## src/spi_periph_pkg.sv

```systemverilog
// spi peripheral shared types
package spi_periph_pkg;

  // register address and data bytes
  typedef logic [7:0] addr_t;
  typedef logic [7:0] data_t;

  // whole shifted frame, address byte on top
  typedef logic [15:0] frame_t;

  // bit count, saturates at 31
  typedef logic [4:0] bit_cnt_t;

  // chip select route register contents
  typedef logic [7:0] route_t;

  // exact frame length
  localparam bit_cnt_t frame_bits = 5'd16;

  // known register addresses
  localparam addr_t addr_led   = 8'h07;
  localparam addr_t addr_route = 8'h01;
  localparam addr_t addr_blink = 8'h02;

  // route values that select a downstream device
  localparam route_t route_adc = 8'd1;
  localparam route_t route_aux = 8'd2;

  // frame control states
  typedef enum logic [1:0] {
    st_idle,
    st_shift,
    st_check,
    st_commit
  } frame_state_t;

endpackage
```

## src/spi_periph_top.sv

```systemverilog
// spi peripheral controller top
module spi_periph_top
  import spi_periph_pkg::*;
#(
  parameter int BLINK_BITS = 19
)
(
  input  logic       clk,
  input  logic       rst_n,
  input  logic       sclk,
  input  logic       cs_n,
  input  logic       mosi,
  input  logic       special,
  output logic [1:0] leds,
  output logic       adc_cs_n,
  output logic       aux_cs_n,
  output logic       frame_err
);

  // sampler outputs
  logic   sclk_rise;
  logic   cs_fall;
  logic   cs_rise;
  logic   special_s;
  frame_t frame;

  // frame control
  logic count_clr;
  logic len_ok;
  logic wr_en;

  // register contents
  data_t  led_reg;
  route_t route;
  data_t  blink_rate;

  spi_sampler u_sampler (
    .clk       (clk),
    .rst_n     (rst_n),
    .sclk      (sclk),
    .cs_n      (cs_n),
    .mosi      (mosi),
    .special   (special),
    .sclk_rise (sclk_rise),
    .cs_fall   (cs_fall),
    .cs_rise   (cs_rise),
    .special_s (special_s),
    .frame     (frame)
  );

  spi_bit_counter u_bit_counter (
    .clk       (clk),
    .rst_n     (rst_n),
    .count_clr (count_clr),
    .sclk_rise (sclk_rise),
    .len_ok    (len_ok)
  );

  spi_frame_fsm u_frame_fsm (
    .clk       (clk),
    .rst_n     (rst_n),
    .cs_fall   (cs_fall),
    .cs_rise   (cs_rise),
    .len_ok    (len_ok),
    .special_s (special_s),
    .count_clr (count_clr),
    .wr_en     (wr_en),
    .frame_err (frame_err)
  );

  reg_bank u_reg_bank (
    .clk        (clk),
    .rst_n      (rst_n),
    .wr_en      (wr_en),
    .frame      (frame),
    .led_reg    (led_reg),
    .route      (route),
    .blink_rate (blink_rate)
  );

  // the router passes the live cs_n pin
  cs_router u_cs_router (
    .cs_n     (cs_n),
    .route    (route),
    .adc_cs_n (adc_cs_n),
    .aux_cs_n (aux_cs_n)
  );

  led_driver #(
    .BLINK_BITS (BLINK_BITS)
  ) u_led_driver (
    .clk        (clk),
    .rst_n      (rst_n),
    .led_reg    (led_reg),
    .blink_rate (blink_rate),
    .leds       (leds)
  );

endmodule

```

## src/led_driver.sv

```systemverilog
// led blink and select driver
module led_driver
  import spi_periph_pkg::*;
#(
  parameter int BLINK_BITS = 19
)
(
  input  logic       clk,
  input  logic       rst_n,
  input  data_t      led_reg,
  input  data_t      blink_rate,
  output logic [1:0] leds
);

  // extra low bits for the rate shift, blink_rate[1:0] picks up to 3
  localparam int rate_max = 3;
  localparam int cnt_w    = BLINK_BITS + 2 + rate_max;

  logic [cnt_w-1:0] blink_cnt;
  logic [1:0]       tap;
  logic [1:0]       gray;

  // free running
  always_ff @(posedge clk or negedge rst_n)
  begin
    if (!rst_n)
      blink_cnt <= '0;
    else
      blink_cnt <= blink_cnt + 1'b1;
  end

  // top pair of the selected window, higher rate means slower
  assign tap  = blink_cnt[BLINK_BITS + int'(blink_rate[1:0]) +: 2];
  assign gray = tap ^ (tap >> 1);

  always_ff @(posedge clk or negedge rst_n)
  begin
    if (!rst_n)
      leds <= 2'b00;
    // bit 7 selects blink mode
    else if (led_reg[7])
      leds <= gray;
    else
      leds <= led_reg[1:0];
  end

endmodule

```

## src/cs_router.sv

```systemverilog
// downstream chip select router
module cs_router
  import spi_periph_pkg::*;
(
  input  logic   cs_n,
  input  route_t route,
  output logic   adc_cs_n,
  output logic   aux_cs_n
);

  // live cs line passes straight through
  always_comb
  begin
    // both deasserted unless a device is selected
    adc_cs_n = 1'b1;
    aux_cs_n = 1'b1;
    case (route)
      route_adc:
      begin
        adc_cs_n = cs_n;
      end
      route_aux:
      begin
        aux_cs_n = cs_n;
      end
      default:
      begin
        // any other route leaves both high
      end
    endcase
  end

endmodule

```

## src/reg_bank.sv

```systemverilog
// peripheral register bank
module reg_bank
  import spi_periph_pkg::*;
(
  input  logic   clk,
  input  logic   rst_n,
  input  logic   wr_en,
  input  frame_t frame,
  output data_t  led_reg,
  output route_t route,
  output data_t  blink_rate
);

  // high byte holds the address and low byte the data
  addr_t wr_addr;
  data_t wr_data;

  assign wr_addr = frame[15:8];
  assign wr_data = frame[7:0];

  always_ff @(posedge clk or negedge rst_n)
  begin
    if (!rst_n)
    begin
      led_reg    <= '0;
      route      <= '0;
      blink_rate <= '0;
    end
    else if (wr_en)
    begin
      case (wr_addr)
        addr_led:
        begin
          led_reg <= wr_data;
        end
        addr_route:
        begin
          // written only while cs_n is high so the router sees no glitch
          route <= route_t'(wr_data);
        end
        addr_blink:
        begin
          blink_rate <= wr_data;
        end
        default:
        begin
          // unknown address is ignored
        end
      endcase
    end
  end

endmodule

```

## src/spi_frame_fsm.sv

```systemverilog
// spi frame control FSM
module spi_frame_fsm
  import spi_periph_pkg::*;
(
  input  logic clk,
  input  logic rst_n,
  input  logic cs_fall,
  input  logic cs_rise,
  input  logic len_ok,
  input  logic special_s,
  output logic count_clr,
  output logic wr_en,
  output logic frame_err
);

  frame_state_t state;

  always_ff @(posedge clk or negedge rst_n)
  begin
    if (!rst_n)
    begin
      state     <= st_idle;
      count_clr <= 1'b0;
      wr_en     <= 1'b0;
      frame_err <= 1'b0;
    end
    else
    begin
      // pulse outputs drop back unless set below
      count_clr <= 1'b0;
      wr_en     <= 1'b0;
      frame_err <= 1'b0;
      case (state)
        st_idle:
        begin
          // new chip select window
          if (cs_fall)
          begin
            count_clr <= 1'b1;
            state     <= st_shift;
          end
        end
        st_shift:
        begin
          // bits arrive in the sampler meanwhile
          if (cs_rise)
            state <= st_check;
        end
        st_check:
        begin
          // length first, then the special flag
          if (!len_ok)
          begin
            frame_err <= 1'b1;
            state     <= st_idle;
          end
          else if (special_s)
            state <= st_idle;
          else
          begin
            wr_en <= 1'b1;
            state <= st_commit;
          end
        end
        st_commit:
        begin
          // wr_en is high for this one cycle
          state <= st_idle;
        end
        default:
        begin
          state <= st_idle;
        end
      endcase
    end
  end

endmodule

```

## src/spi_bit_counter.sv

```systemverilog
// spi frame bit counter
module spi_bit_counter
  import spi_periph_pkg::*;
(
  input  logic clk,
  input  logic rst_n,
  input  logic count_clr,
  input  logic sclk_rise,
  output logic len_ok
);

  bit_cnt_t bit_cnt;

  always_ff @(posedge clk or negedge rst_n)
  begin
    if (!rst_n)
      bit_cnt <= '0;
    else if (count_clr)
      bit_cnt <= '0;
    // saturate, a long frame must never wrap back to 16
    else if (sclk_rise && (bit_cnt != '1))
      bit_cnt <= bit_cnt + 1'b1;
  end

  // exact length only
  assign len_ok = (bit_cnt == frame_bits);

endmodule

```

## src/spi_sampler.sv

```systemverilog
// spi pin sampler and shifter
module spi_sampler
  import spi_periph_pkg::*;
(
  input  logic   clk,
  input  logic   rst_n,
  input  logic   sclk,
  input  logic   cs_n,
  input  logic   mosi,
  input  logic   special,
  output logic   sclk_rise,
  output logic   cs_fall,
  output logic   cs_rise,
  output logic   special_s,
  output frame_t frame
);

  // two stage synchronizers, index 1 is the safe one
  logic [1:0] sclk_sync;
  logic [1:0] cs_sync;
  logic [1:0] mosi_sync;
  logic [1:0] special_sync;

  // history flops for edge detect
  logic sclk_q;
  logic cs_q;

  always_ff @(posedge clk or negedge rst_n)
  begin
    if (!rst_n)
    begin
      // cs idles high so no false fall after reset
      sclk_sync    <= 2'b00;
      cs_sync      <= 2'b11;
      mosi_sync    <= 2'b00;
      special_sync <= 2'b00;
      sclk_q       <= 1'b0;
      cs_q         <= 1'b1;
    end
    else
    begin
      sclk_sync    <= {sclk_sync[0], sclk};
      cs_sync      <= {cs_sync[0], cs_n};
      mosi_sync    <= {mosi_sync[0], mosi};
      special_sync <= {special_sync[0], special};
      sclk_q       <= sclk_sync[1];
      cs_q         <= cs_sync[1];
    end
  end

  // single cycle edge pulses
  assign sclk_rise = sclk_sync[1] & ~sclk_q;
  assign cs_fall   = ~cs_sync[1] & cs_q;
  assign cs_rise   = cs_sync[1] & ~cs_q;
  assign special_s = special_sync[1];

  // mode 0, msb first
  // mosi sync delay matches sclk so the bit is stable at the rise
  always_ff @(posedge clk)
  begin
    if (sclk_rise && !cs_sync[1])
      frame <= {frame[$bits(frame_t)-2:0], mosi_sync[1]};
  end

endmodule

```

## config.mk

```make
export PLATFORM = sky130hd
export DESIGN_NAME = spi_periph_top
export DESIGN_NICKNAME = d
export VERILOG_FILES = /design/src/spi_periph_pkg.sv /design/src/spi_periph_top.sv /design/src/led_driver.sv /design/src/cs_router.sv /design/src/reg_bank.sv /design/src/spi_frame_fsm.sv /design/src/spi_bit_counter.sv /design/src/spi_sampler.sv
export SDC_FILE = /design/constraint.sdc
export NUM_CORES = 1
export LEC_CHECK = 0
export ABC_AREA = 1
export BUFFER_PORTS_ARGS = -buffer_cell sky130_fd_sc_hd__buf_2
export CAP_MARGIN = 25
export CORE_MARGIN = 8
export CORE_UTILIZATION = 40
export CTS_BUF_LIST = sky130_fd_sc_hd__clkbuf_4 sky130_fd_sc_hd__clkbuf_8
export DETAILED_ROUTE_END_ITERATION = 12
export SYNTH_ARGS = -nofsm -noshare
export SYNTH_HDL_FRONTEND = slang
export SYNTH_SLANG_ARGS = --single-unit
export TNS_END_PERCENT = 50
```

## constraint.sdc

```tcl
create_clock -name clk -period 2 [get_ports clk]
set_input_delay 0.1 -clock clk [delete_from_list [all_inputs] [get_ports clk]]
set_output_delay 0.1 -clock clk [all_outputs]
set_load 0.01 [all_outputs]
```

Word level (Yosys, flattened, before mapping)
Cells that the tools add are included.

Register bits: 80. Logic and storage cells: 66. Input bits: 6.

Bitwise logic cells: 7. Eq/ne operators: 12. Shifts and indexed selects: 1. Mux-type cells: 17. Add/subtract/negate cells: 3. Reduce and logical (&&, ||, !) cells: 9.

Operators by type and width (number): $shiftx A24 B32 Y2 (1); $add A24 B1 Y24 const B (1); $eq A8 B1 Y1 const B (2); $eq A8 B2 Y1 const B (2); $mux W2 (5); $mux W5 (2); $mux W1 (9); $eq A8 B3 Y1 const B (1); $pmux W2 S4 (1); $reduce_and A2 Y1 (4); $add A5 B2 Y6 const A (1); $add A5 B1 Y5 const B (1); $eq A5 B5 Y1 const B (1); $ne A5 B5 Y1 const B (1); $eq A2 B2 Y1 const B (2); $ne A2 B2 Y1 const B (2); $and A1 B1 Y1 (3); $not A1 Y1 (3); $eq A2 B1 Y1 const B (1); $logic_and A1 B1 Y1 (2); $logic_not A2 Y1 (1); $reduce_bool A2 Y1 (1); $xor A2 B1 Y2 (1); $logic_not A1 Y1 (1).

Depth between registers and ports, before layout
Gate-level depths: netlist of run 1.

Depth in word-level cells: 5. Mapped depth: 9. Depth with buffers taken out: 9.

Cells and area by module
A second synthesis of run 1 with hierarchy kept.

Cell total of the unflattened synthesis: 405. Area total of the unflattened synthesis: 3797.4 um^2.

Modules (own cells, without submodules): led_driver (instances 1, cells an instance 184, area each 1427.6 um^2); reg_bank (instances 1, cells an instance 117, area each 1056.0 um^2); spi_sampler (instances 1, cells an instance 34, area each 767.0 um^2); spi_bit_counter (instances 1, cells an instance 37, area each 292.8 um^2); spi_frame_fsm (instances 1, cells an instance 20, area each 197.7 um^2); cs_router (instances 1, cells an instance 13, area each 56.3 um^2).

Worst setup path before layout of run 1
No wires, ideal clock.

Path type: reg2reg. Start: register u_sampler.sclk_q. End: register u_sampler.frame[0], enable pin. Path slack: 0.047 ns. Stages on the path, launching flop included: 2. Path buffers: 0. Clock period less this slack: 1.953 ns. Required time: 1.591 ns. Arrival time: 1.543 ns. Cell sequence: dfrtp_1 -> nor3_1.

Longest elaborated chain between the ends: 3.

Ends and longest elaborated chain: start, declared (RTL line spi_sampler.sv:25) `logic sclk_q;`; start signal, assigned (RTL line spi_sampler.sv:46) `sclk_q <= sclk_sync[1];`; $not A1 Y1 (RTL line spi_sampler.sv:52) `assign sclk_rise = sclk_sync[1] & ~sclk_q;`; $and A1 B1 Y1 (RTL line spi_sampler.sv:52); $logic_and A1 B1 Y1 (RTL line spi_sampler.sv:61) `if (sclk_rise && !cs_sync[1])`; end signal, assigned (RTL line spi_sampler.sv:62) `frame <= {frame[$bits(frame_t)-2:0], mosi_sync[1]};`; end, declared (RTL line spi_sampler.sv:15) `output frame_t frame`.

No other way between the ends. A chain may end at the register's enable or synchronous reset.

Worst setup path after layout of run 1
Start: register u_led_driver.blink_cnt[0]. End: register u_led_driver.blink_cnt[14].

Longest elaborated chain between the ends: 1.

Ends and longest elaborated chain: start, declared (RTL line led_driver.sv:19) `logic [cnt_w-1:0] blink_cnt;`; start signal, assigned (RTL line led_driver.sv:29) `blink_cnt <= blink_cnt + 1'b1;`; $add A24 B1 Y24 (RTL line led_driver.sv:29).

No other way between the ends.

==> flow_summary.yaml, run 1 <==
run_status:
  status: "finished clean"
floorplanning:
  dieArea_um2: 11100
  start_util_pct: 41.4
  coreArea_um2: 7730
  io_pins: 11
  die_x_um: 105
  fp-row-count: 32
  fp.dieH_um: 105
clock_network:
  numCtsBuffers: 9
  clk_latency_ps: 360
  cts_tree: "yes"
  ctsResizeCount: 0
  clock_path_buffers: 2
  cts_root_buffer: "clkbuf_8"
  htree_levels: 3
  clk_pin_slew_ps: 90
  clock-sinks: 75
  postCtsSetupRepairBufs: 0
worst_setup_path:
  critPathMaxFanout: 5
  critical_path_class: "flop to flop"
  cp-end-kind: "flop"
  max_stage_delay_ps: 430
  cp_num_buf_inv: 0
  startpoint_type: "flop"
  cp_top_family: "simple AND/OR/NAND/NOR gates"
  cp.arrival_ps: 1780
  crit_chain: "ha_1 -> nand3_2 -> nor2_1 -> nand3_1 -> xnor2_1"
  cp_slowest_cell: "dfrtp_1"
  crit_required_ps: 2240
power_and_ir_drop:
  p_switching_mw: 0.832
  p_int_mw: 2.21
  clkPwrFrac_pct: 37.1
  combPwrFrac_pct: 6.7
  ir_worst_vdd_mv: 0.318
  p_seq_share_pct: 56.2
  power_density_nw_per_um2: 835
  p_leak_nw: 1.64
  swShare_pct: 27.4
synth:
  synth-warning-count: 0
  synth-seq-cells: 75
  syn_area_um2: 3200
  synthesis.nets: 342
  syn_inst: 332
  synth_cell_types: 26
  yosysSeqAreaShare_pct: 61.3
  synth_area_per_cell_um2: 9.64
final_layout:
  reg_top3: "u_led_driver.blink_cnt (24), u_sampler.frame (16), u_reg_bank.route (8)"
  multi_input_area_um2: 1140
  largest_register_ffs: 24
  regMostFlops: "u_led_driver.blink_cnt"
  drive_gt1_share_pct: 12.3
  fillers: 741
  antennaDiodeCount: 0
  syn2layout_area_growth_pct: 13.7
  final-seq-area_um2: 1960
  final_design_area_no_fill_um2: 3640
  nets: 370
sta:
  rsz0062_at_grt: "no"
  tightestPinTransition_ps: 399
  setup_viol: 0
  slew_viol_final: 0
  slew_headroom_pct: 73.2
  fin_worst_skew_ps: 16.3
  finalCritPeriodShare_pct: 77.2
  finalHoldViolations: 0
  fmax_mhz: 648
  min_period_ps: 1540
  finalSetupTns_ps: 0
global_route:
  grt_pass1_vias: 2238
  grt_overflow_total: 0
  grt_max_degree: 23
  track_usage_pct: 11.4
  antenna_found_initial: 0
  grt_pass1_wl_mm: 10.2
drt:
  detail_route.wl_per_cell_um: 12.2
  drc: 0
  dr.pass1.iters: 5
  drt-initial-drc-count: 89
  drt_wl_total_mm: 5.71
  routed-via-count: 2211
  final_antenna_net_count: 0
  via_per_inst: 4.73
placement:
  place.gp.congestion: 0.806
  hpwl_mm: 4.10
  placed_area_um2: 3390
  port_buffers: 10
worst_hold_path:
  hold_path.class: "input port to async pin"
flow_run:
  drv_cap: 0
-- synthesized netlist by cell type --
master	instances	area, µm²
nor2_4	2	22.5
nor2_1	39	146
inv_1	25	93.8
o21ai_0	9	45.0
o21ai_2	3	26.3
ha_1	4	50.1
nor4_1	2	12.5
nand2_1	109	409
nand3_2	2	20.0
nor2_2	2	12.5
a211oi_1	1	7.51
nor3_1	7	35.0
nand3_1	18	90.1
or2_1	1	6.26
buf_6	1	11.3
xor2_1	8	70.1
dfstp_2	3	78.8
nand3b_1	6	45.0
nand2_2	2	12.5
and2_1	1	6.26
nand4_1	2	12.5
dfrtp_1	56	1400
a21oi_1	5	25.0
nor3b_4	1	18.8
edfxtp_1	16	480
xnor2_1	7	61.3
-- logic make-up (layout without fill, tap and decap cells) --
| family | Yosys count | in the layout | share of synthesized area, % |
|---|---|---|---|
| adders and majority gates | 4 | 4 | 1.56 |
| buffers and inverters | 26 | 59 | 3.28 |
| xor gates and xnor gates | 15 | 15 | 4.10 |
| AOI/OAI and AO/OA | 18 | 18 | 3.24 |
| and+or+nand+nor | 194 | 194 | 26.5 |
| DFF | 75 | 75 | 61.3 |
-- metrics by stage --
step | hold slack, ps | utilization [%] | power, mW | setup slack, ps | cells
after CTS | 188 | 47.1 | 3.09 | 436 | 467
after floorplan | -196 | - | 1.86 | 47.3 | 332
final | 187 | 47.1 | 3.04 | 457 | 467
after global routing | 212 | 47.1 | 3.20 | 281 | 467
after global placement | 47.8 | 43.9 | 1.93 | 519 | 446
after detailed placement | 47.7 | 43.9 | 1.94 | 457 | 446
-- routing by layer --
metal	global-route usage [%]	share of wire, %
met4	5.91	1.6
met1	14.6	50
met3	3.29	3.0
met2	17.1	45
met5	0	0
-- layout make-up --
type,count,share of cell area (%)
clock buffers,9,3.40
repair buffers,18,3.37
multi-input cells,231,31.3
flip-flops and latches,75,53.9
well taps,102,3.51
inverters,25,2.58
clock inverters,7,1.93
-- placed cells by master (no fill, tap or decap), types with 7 or more instances in the layout --
master	n
inv_1	25
dfrtp_1	56
o21ai_0	9
nor2_1	39
xor2_1	8
xnor2_1	7
nand2_1	109
nand3_1	18
edfxtp_1	16
clkbuf_8	9
buf_2	10
-- power groups by stage --
stage / registers (mW) / logic, mW / clock network, mW
floorplan: 1.73 / 0.126 / 0
global placement: 1.74 / 0.193 / 0
detailed placement: 1.74 / 0.199 / 0
CTS: 1.71 / 0.207 / 1.17
global route: 1.72 / 0.242 / 1.24
finish: 1.71 / 0.202 / 1.13
-- path summary, 6_finish.rpt --
| check | end | slack [ps] | cells after the start | start |
|---|---|---|---|---|
| worst min-delay path | u_led_driver.blink_cnt[4]$_DFF_PN0_ | 190 | 2 | rst_n |
| worst max-delay path | u_led_driver.blink_cnt[14]$_DFF_PN0_ | 460 | 5 | u_led_driver.blink_cnt[0]$_DFF_PN0_ |
| worst min register to register | u_sampler.mosi_sync[1]$_DFF_PN0_ | 360 | 0 | u_sampler.mosi_sync[0]$_DFF_PN0_ |
| worst max register to register | u_led_driver.blink_cnt[14]$_DFF_PN0_ | 460 | 5 | u_led_driver.blink_cnt[0]$_DFF_PN0_ |
| min in group clk | u_sampler.mosi_sync[1]$_DFF_PN0_ | 360 | 0 | u_sampler.mosi_sync[0]$_DFF_PN0_ |
| max in group asynchronous | u_sampler.cs_sync[1]$_DFF_PN1_ | 1150 | 3 | rst_n |
-- what timing repair did --
item                                    CTS  global route
hold buffers                              5             0
endpoints found under the setup margin    0             0
endpoints found under the hold margin    20             0
Power figures use the tool's default switching activity.
==> inputs of run 2 (changes only) <==
- clock period: 2 -> 1.6 ns (I/O delays scaled with it)
==> flow_summary.yaml, run 2 (synthesis gave the netlist of run 1 again) <==
final_layout:
  nets: 370
  drive_gt1_share_pct: 12.6
  syn2layout_area_growth_pct: 15.7
  layout_commonest_cell: "nand2_1"
  largest_register_ffs: 24
  antennaDiodeCount: 0
  final_design_area_no_fill_um2: 3700
  reg_top3: "u_led_driver.blink_cnt (24), u_sampler.frame (16), u_reg_bank.route (8)"
  fillers: 734
  final_cell_mix: "108 x nand2_1, 56 x dfrtp_1, 38 x nor2_1"
  regMostFlops: "u_led_driver.blink_cnt"
drt:
  drt_wl_total_mm: 5.55
  dr.pass1.iters: 4
  via_per_inst: 4.69
  drc: 0
  drt-initial-drc-count: 74
  detail_route.wl_per_cell_um: 11.9
  final_antenna_net_count: 0
  routed-via-count: 2192
power_and_ir_drop:
  ir_worst_vdd_mv: 0.539
  power_density_nw_per_um2: 1110
  p_leak_nw: 1.67
placement:
  port_buffers: 10
  placed_area_um2: 3410
  place.gp.congestion: 0.791
  preCtsSetupSlack_ps: 110
  hpwl_mm: 3.89
clock_network:
  clock-sinks: 75
  clk_pin_slew_ps: 80
  cts_tree: "yes"
  numCtsBuffers: 9
  clk_latency_ps: 350
  clock_path_buffers: 2
  htree_levels: 3
  cts_root_buffer: "clkbuf_8"
  postCtsSetupRepairBufs: 0
worst_setup_path:
  cp.arrival_ps: 1710
  startpoint_type: "flop"
  cp-end-kind: "flop"
  critical_path_class: "flop to flop"
  critPathMaxFanout: 5
  crit_required_ps: 1850
worst_hold_path:
  hold_path.class: "input port to async pin"
run_status:
  status: "finished clean"
sta:
  fmax_mhz: 684
  tightestPinTransition_ps: 392
  setup_slack_ps: 139
  rsz0062_at_grt: "no"
  slew_viol_final: 0
  finalHoldViolations: 0
  finalSetupTns_ps: 0
  fin_worst_skew_ps: 7.68
  finalCritPeriodShare_pct: 91.3
  slew_headroom_pct: 73.6
  min_period_ps: 1460
  setup_viol: 0
floorplanning:
  die_x_um: 105
  dieArea_um2: 11100
  start_util_pct: 41.4
  fp-row-count: 32
  coreArea_um2: 7730
  io_pins: 11
  fp.dieH_um: 105
global_route:
  grt_overflow_total: 0
  grt_pass1_wl_mm: 9.92
  grt_pass1_vias: 2189
  antenna_found_initial: 0
  grt_max_degree: 60
  track_usage_pct: 11.3
flow_run:
  drv_cap: 0
-- run 2: per-stage QoR --
step / hold slack [ps] / util [%] / power (mW) / cells
finish: 232 / 47.9 / 4.12 / 467
global route: 264 / 47.9 / 4.32 / 467
detailed placement: 113 / 44.1 / 2.44 / 446
CTS: 264 / 47.8 / 4.18 / 467
global placement: 110 / 44.1 / 2.42 / 446
floorplan: -216 / - / 2.32 / 332
-- run 2: layer usage --
| metal | vias to the layer above | routed length, µm | track usage (%) |
|---|---|---|---|
| li1 | 1123 | - | - |
| met1 | 1023 | 2800 | 14.3 |
| met2 | 36 | 2390 | 16.5 |
| met3 | 10 | 232 | 3.78 |
| met4 | 0 | 131 | 6.32 |
| met5 | - | 0 | 0 |
-- run 2: what timing repair did --
action / in CTS / in global routing
resized for setup: 0 / 2
hold endpoints to repair: 60 / 0
hold buffers: 5 / 0
setup endpoints to repair: 0 / 4
-- run 2: area by class of cell --
cell class,count,area [µm²],area share (%)
clock inverter,7,116,3.14
sequential,75,1960,53.0
timing repair buffer,18,135,3.65
tap,102,128,3.45
multi-input combinational,231,1140,30.9
clock buffer,9,124,3.35
inverter,25,93.8,2.53
-- run 2: final timing paths --
kind,from,to,slack (ps),cells after the start
worst max-delay path,u_led_driver.blink_cnt[0]$_DFF_PN0_,u_led_driver.blink_cnt[20]$_DFF_PN0_,140,8
worst min-delay path,rst_n,u_led_driver.blink_cnt[6]$_DFF_PN0_,230,3
worst max register to register,u_led_driver.blink_cnt[0]$_DFF_PN0_,u_led_driver.blink_cnt[20]$_DFF_PN0_,140,8
worst min register to register,u_sampler.cs_sync[0]$_DFF_PN1_,u_sampler.cs_sync[1]$_DFF_PN1_,350,0
max in group asynchronous,rst_n,u_sampler.cs_sync[0]$_DFF_PN1_,1030,3
min in group clk,u_sampler.cs_sync[0]$_DFF_PN1_,u_sampler.cs_sync[1]$_DFF_PN1_,350,0
-- run 2: report_power, final --
group	internal [mW]	switching, mW	total [mW]
logic	0.103	0.165	0.268
clock network	1.03	0.687	1.72
registers	2.06	0.0759	2.14
total	3.20	0.927	4.12
-- run 2: critical path, cell delays in order, from the launching register on --
cell and delay, ps:
dfrtp_1 420, ha_1 270, nand3_2 130, inv_1 100, nand2_1 110, nor2_2 170, nand2_1 70, nand2_1 60
nand2_1 40
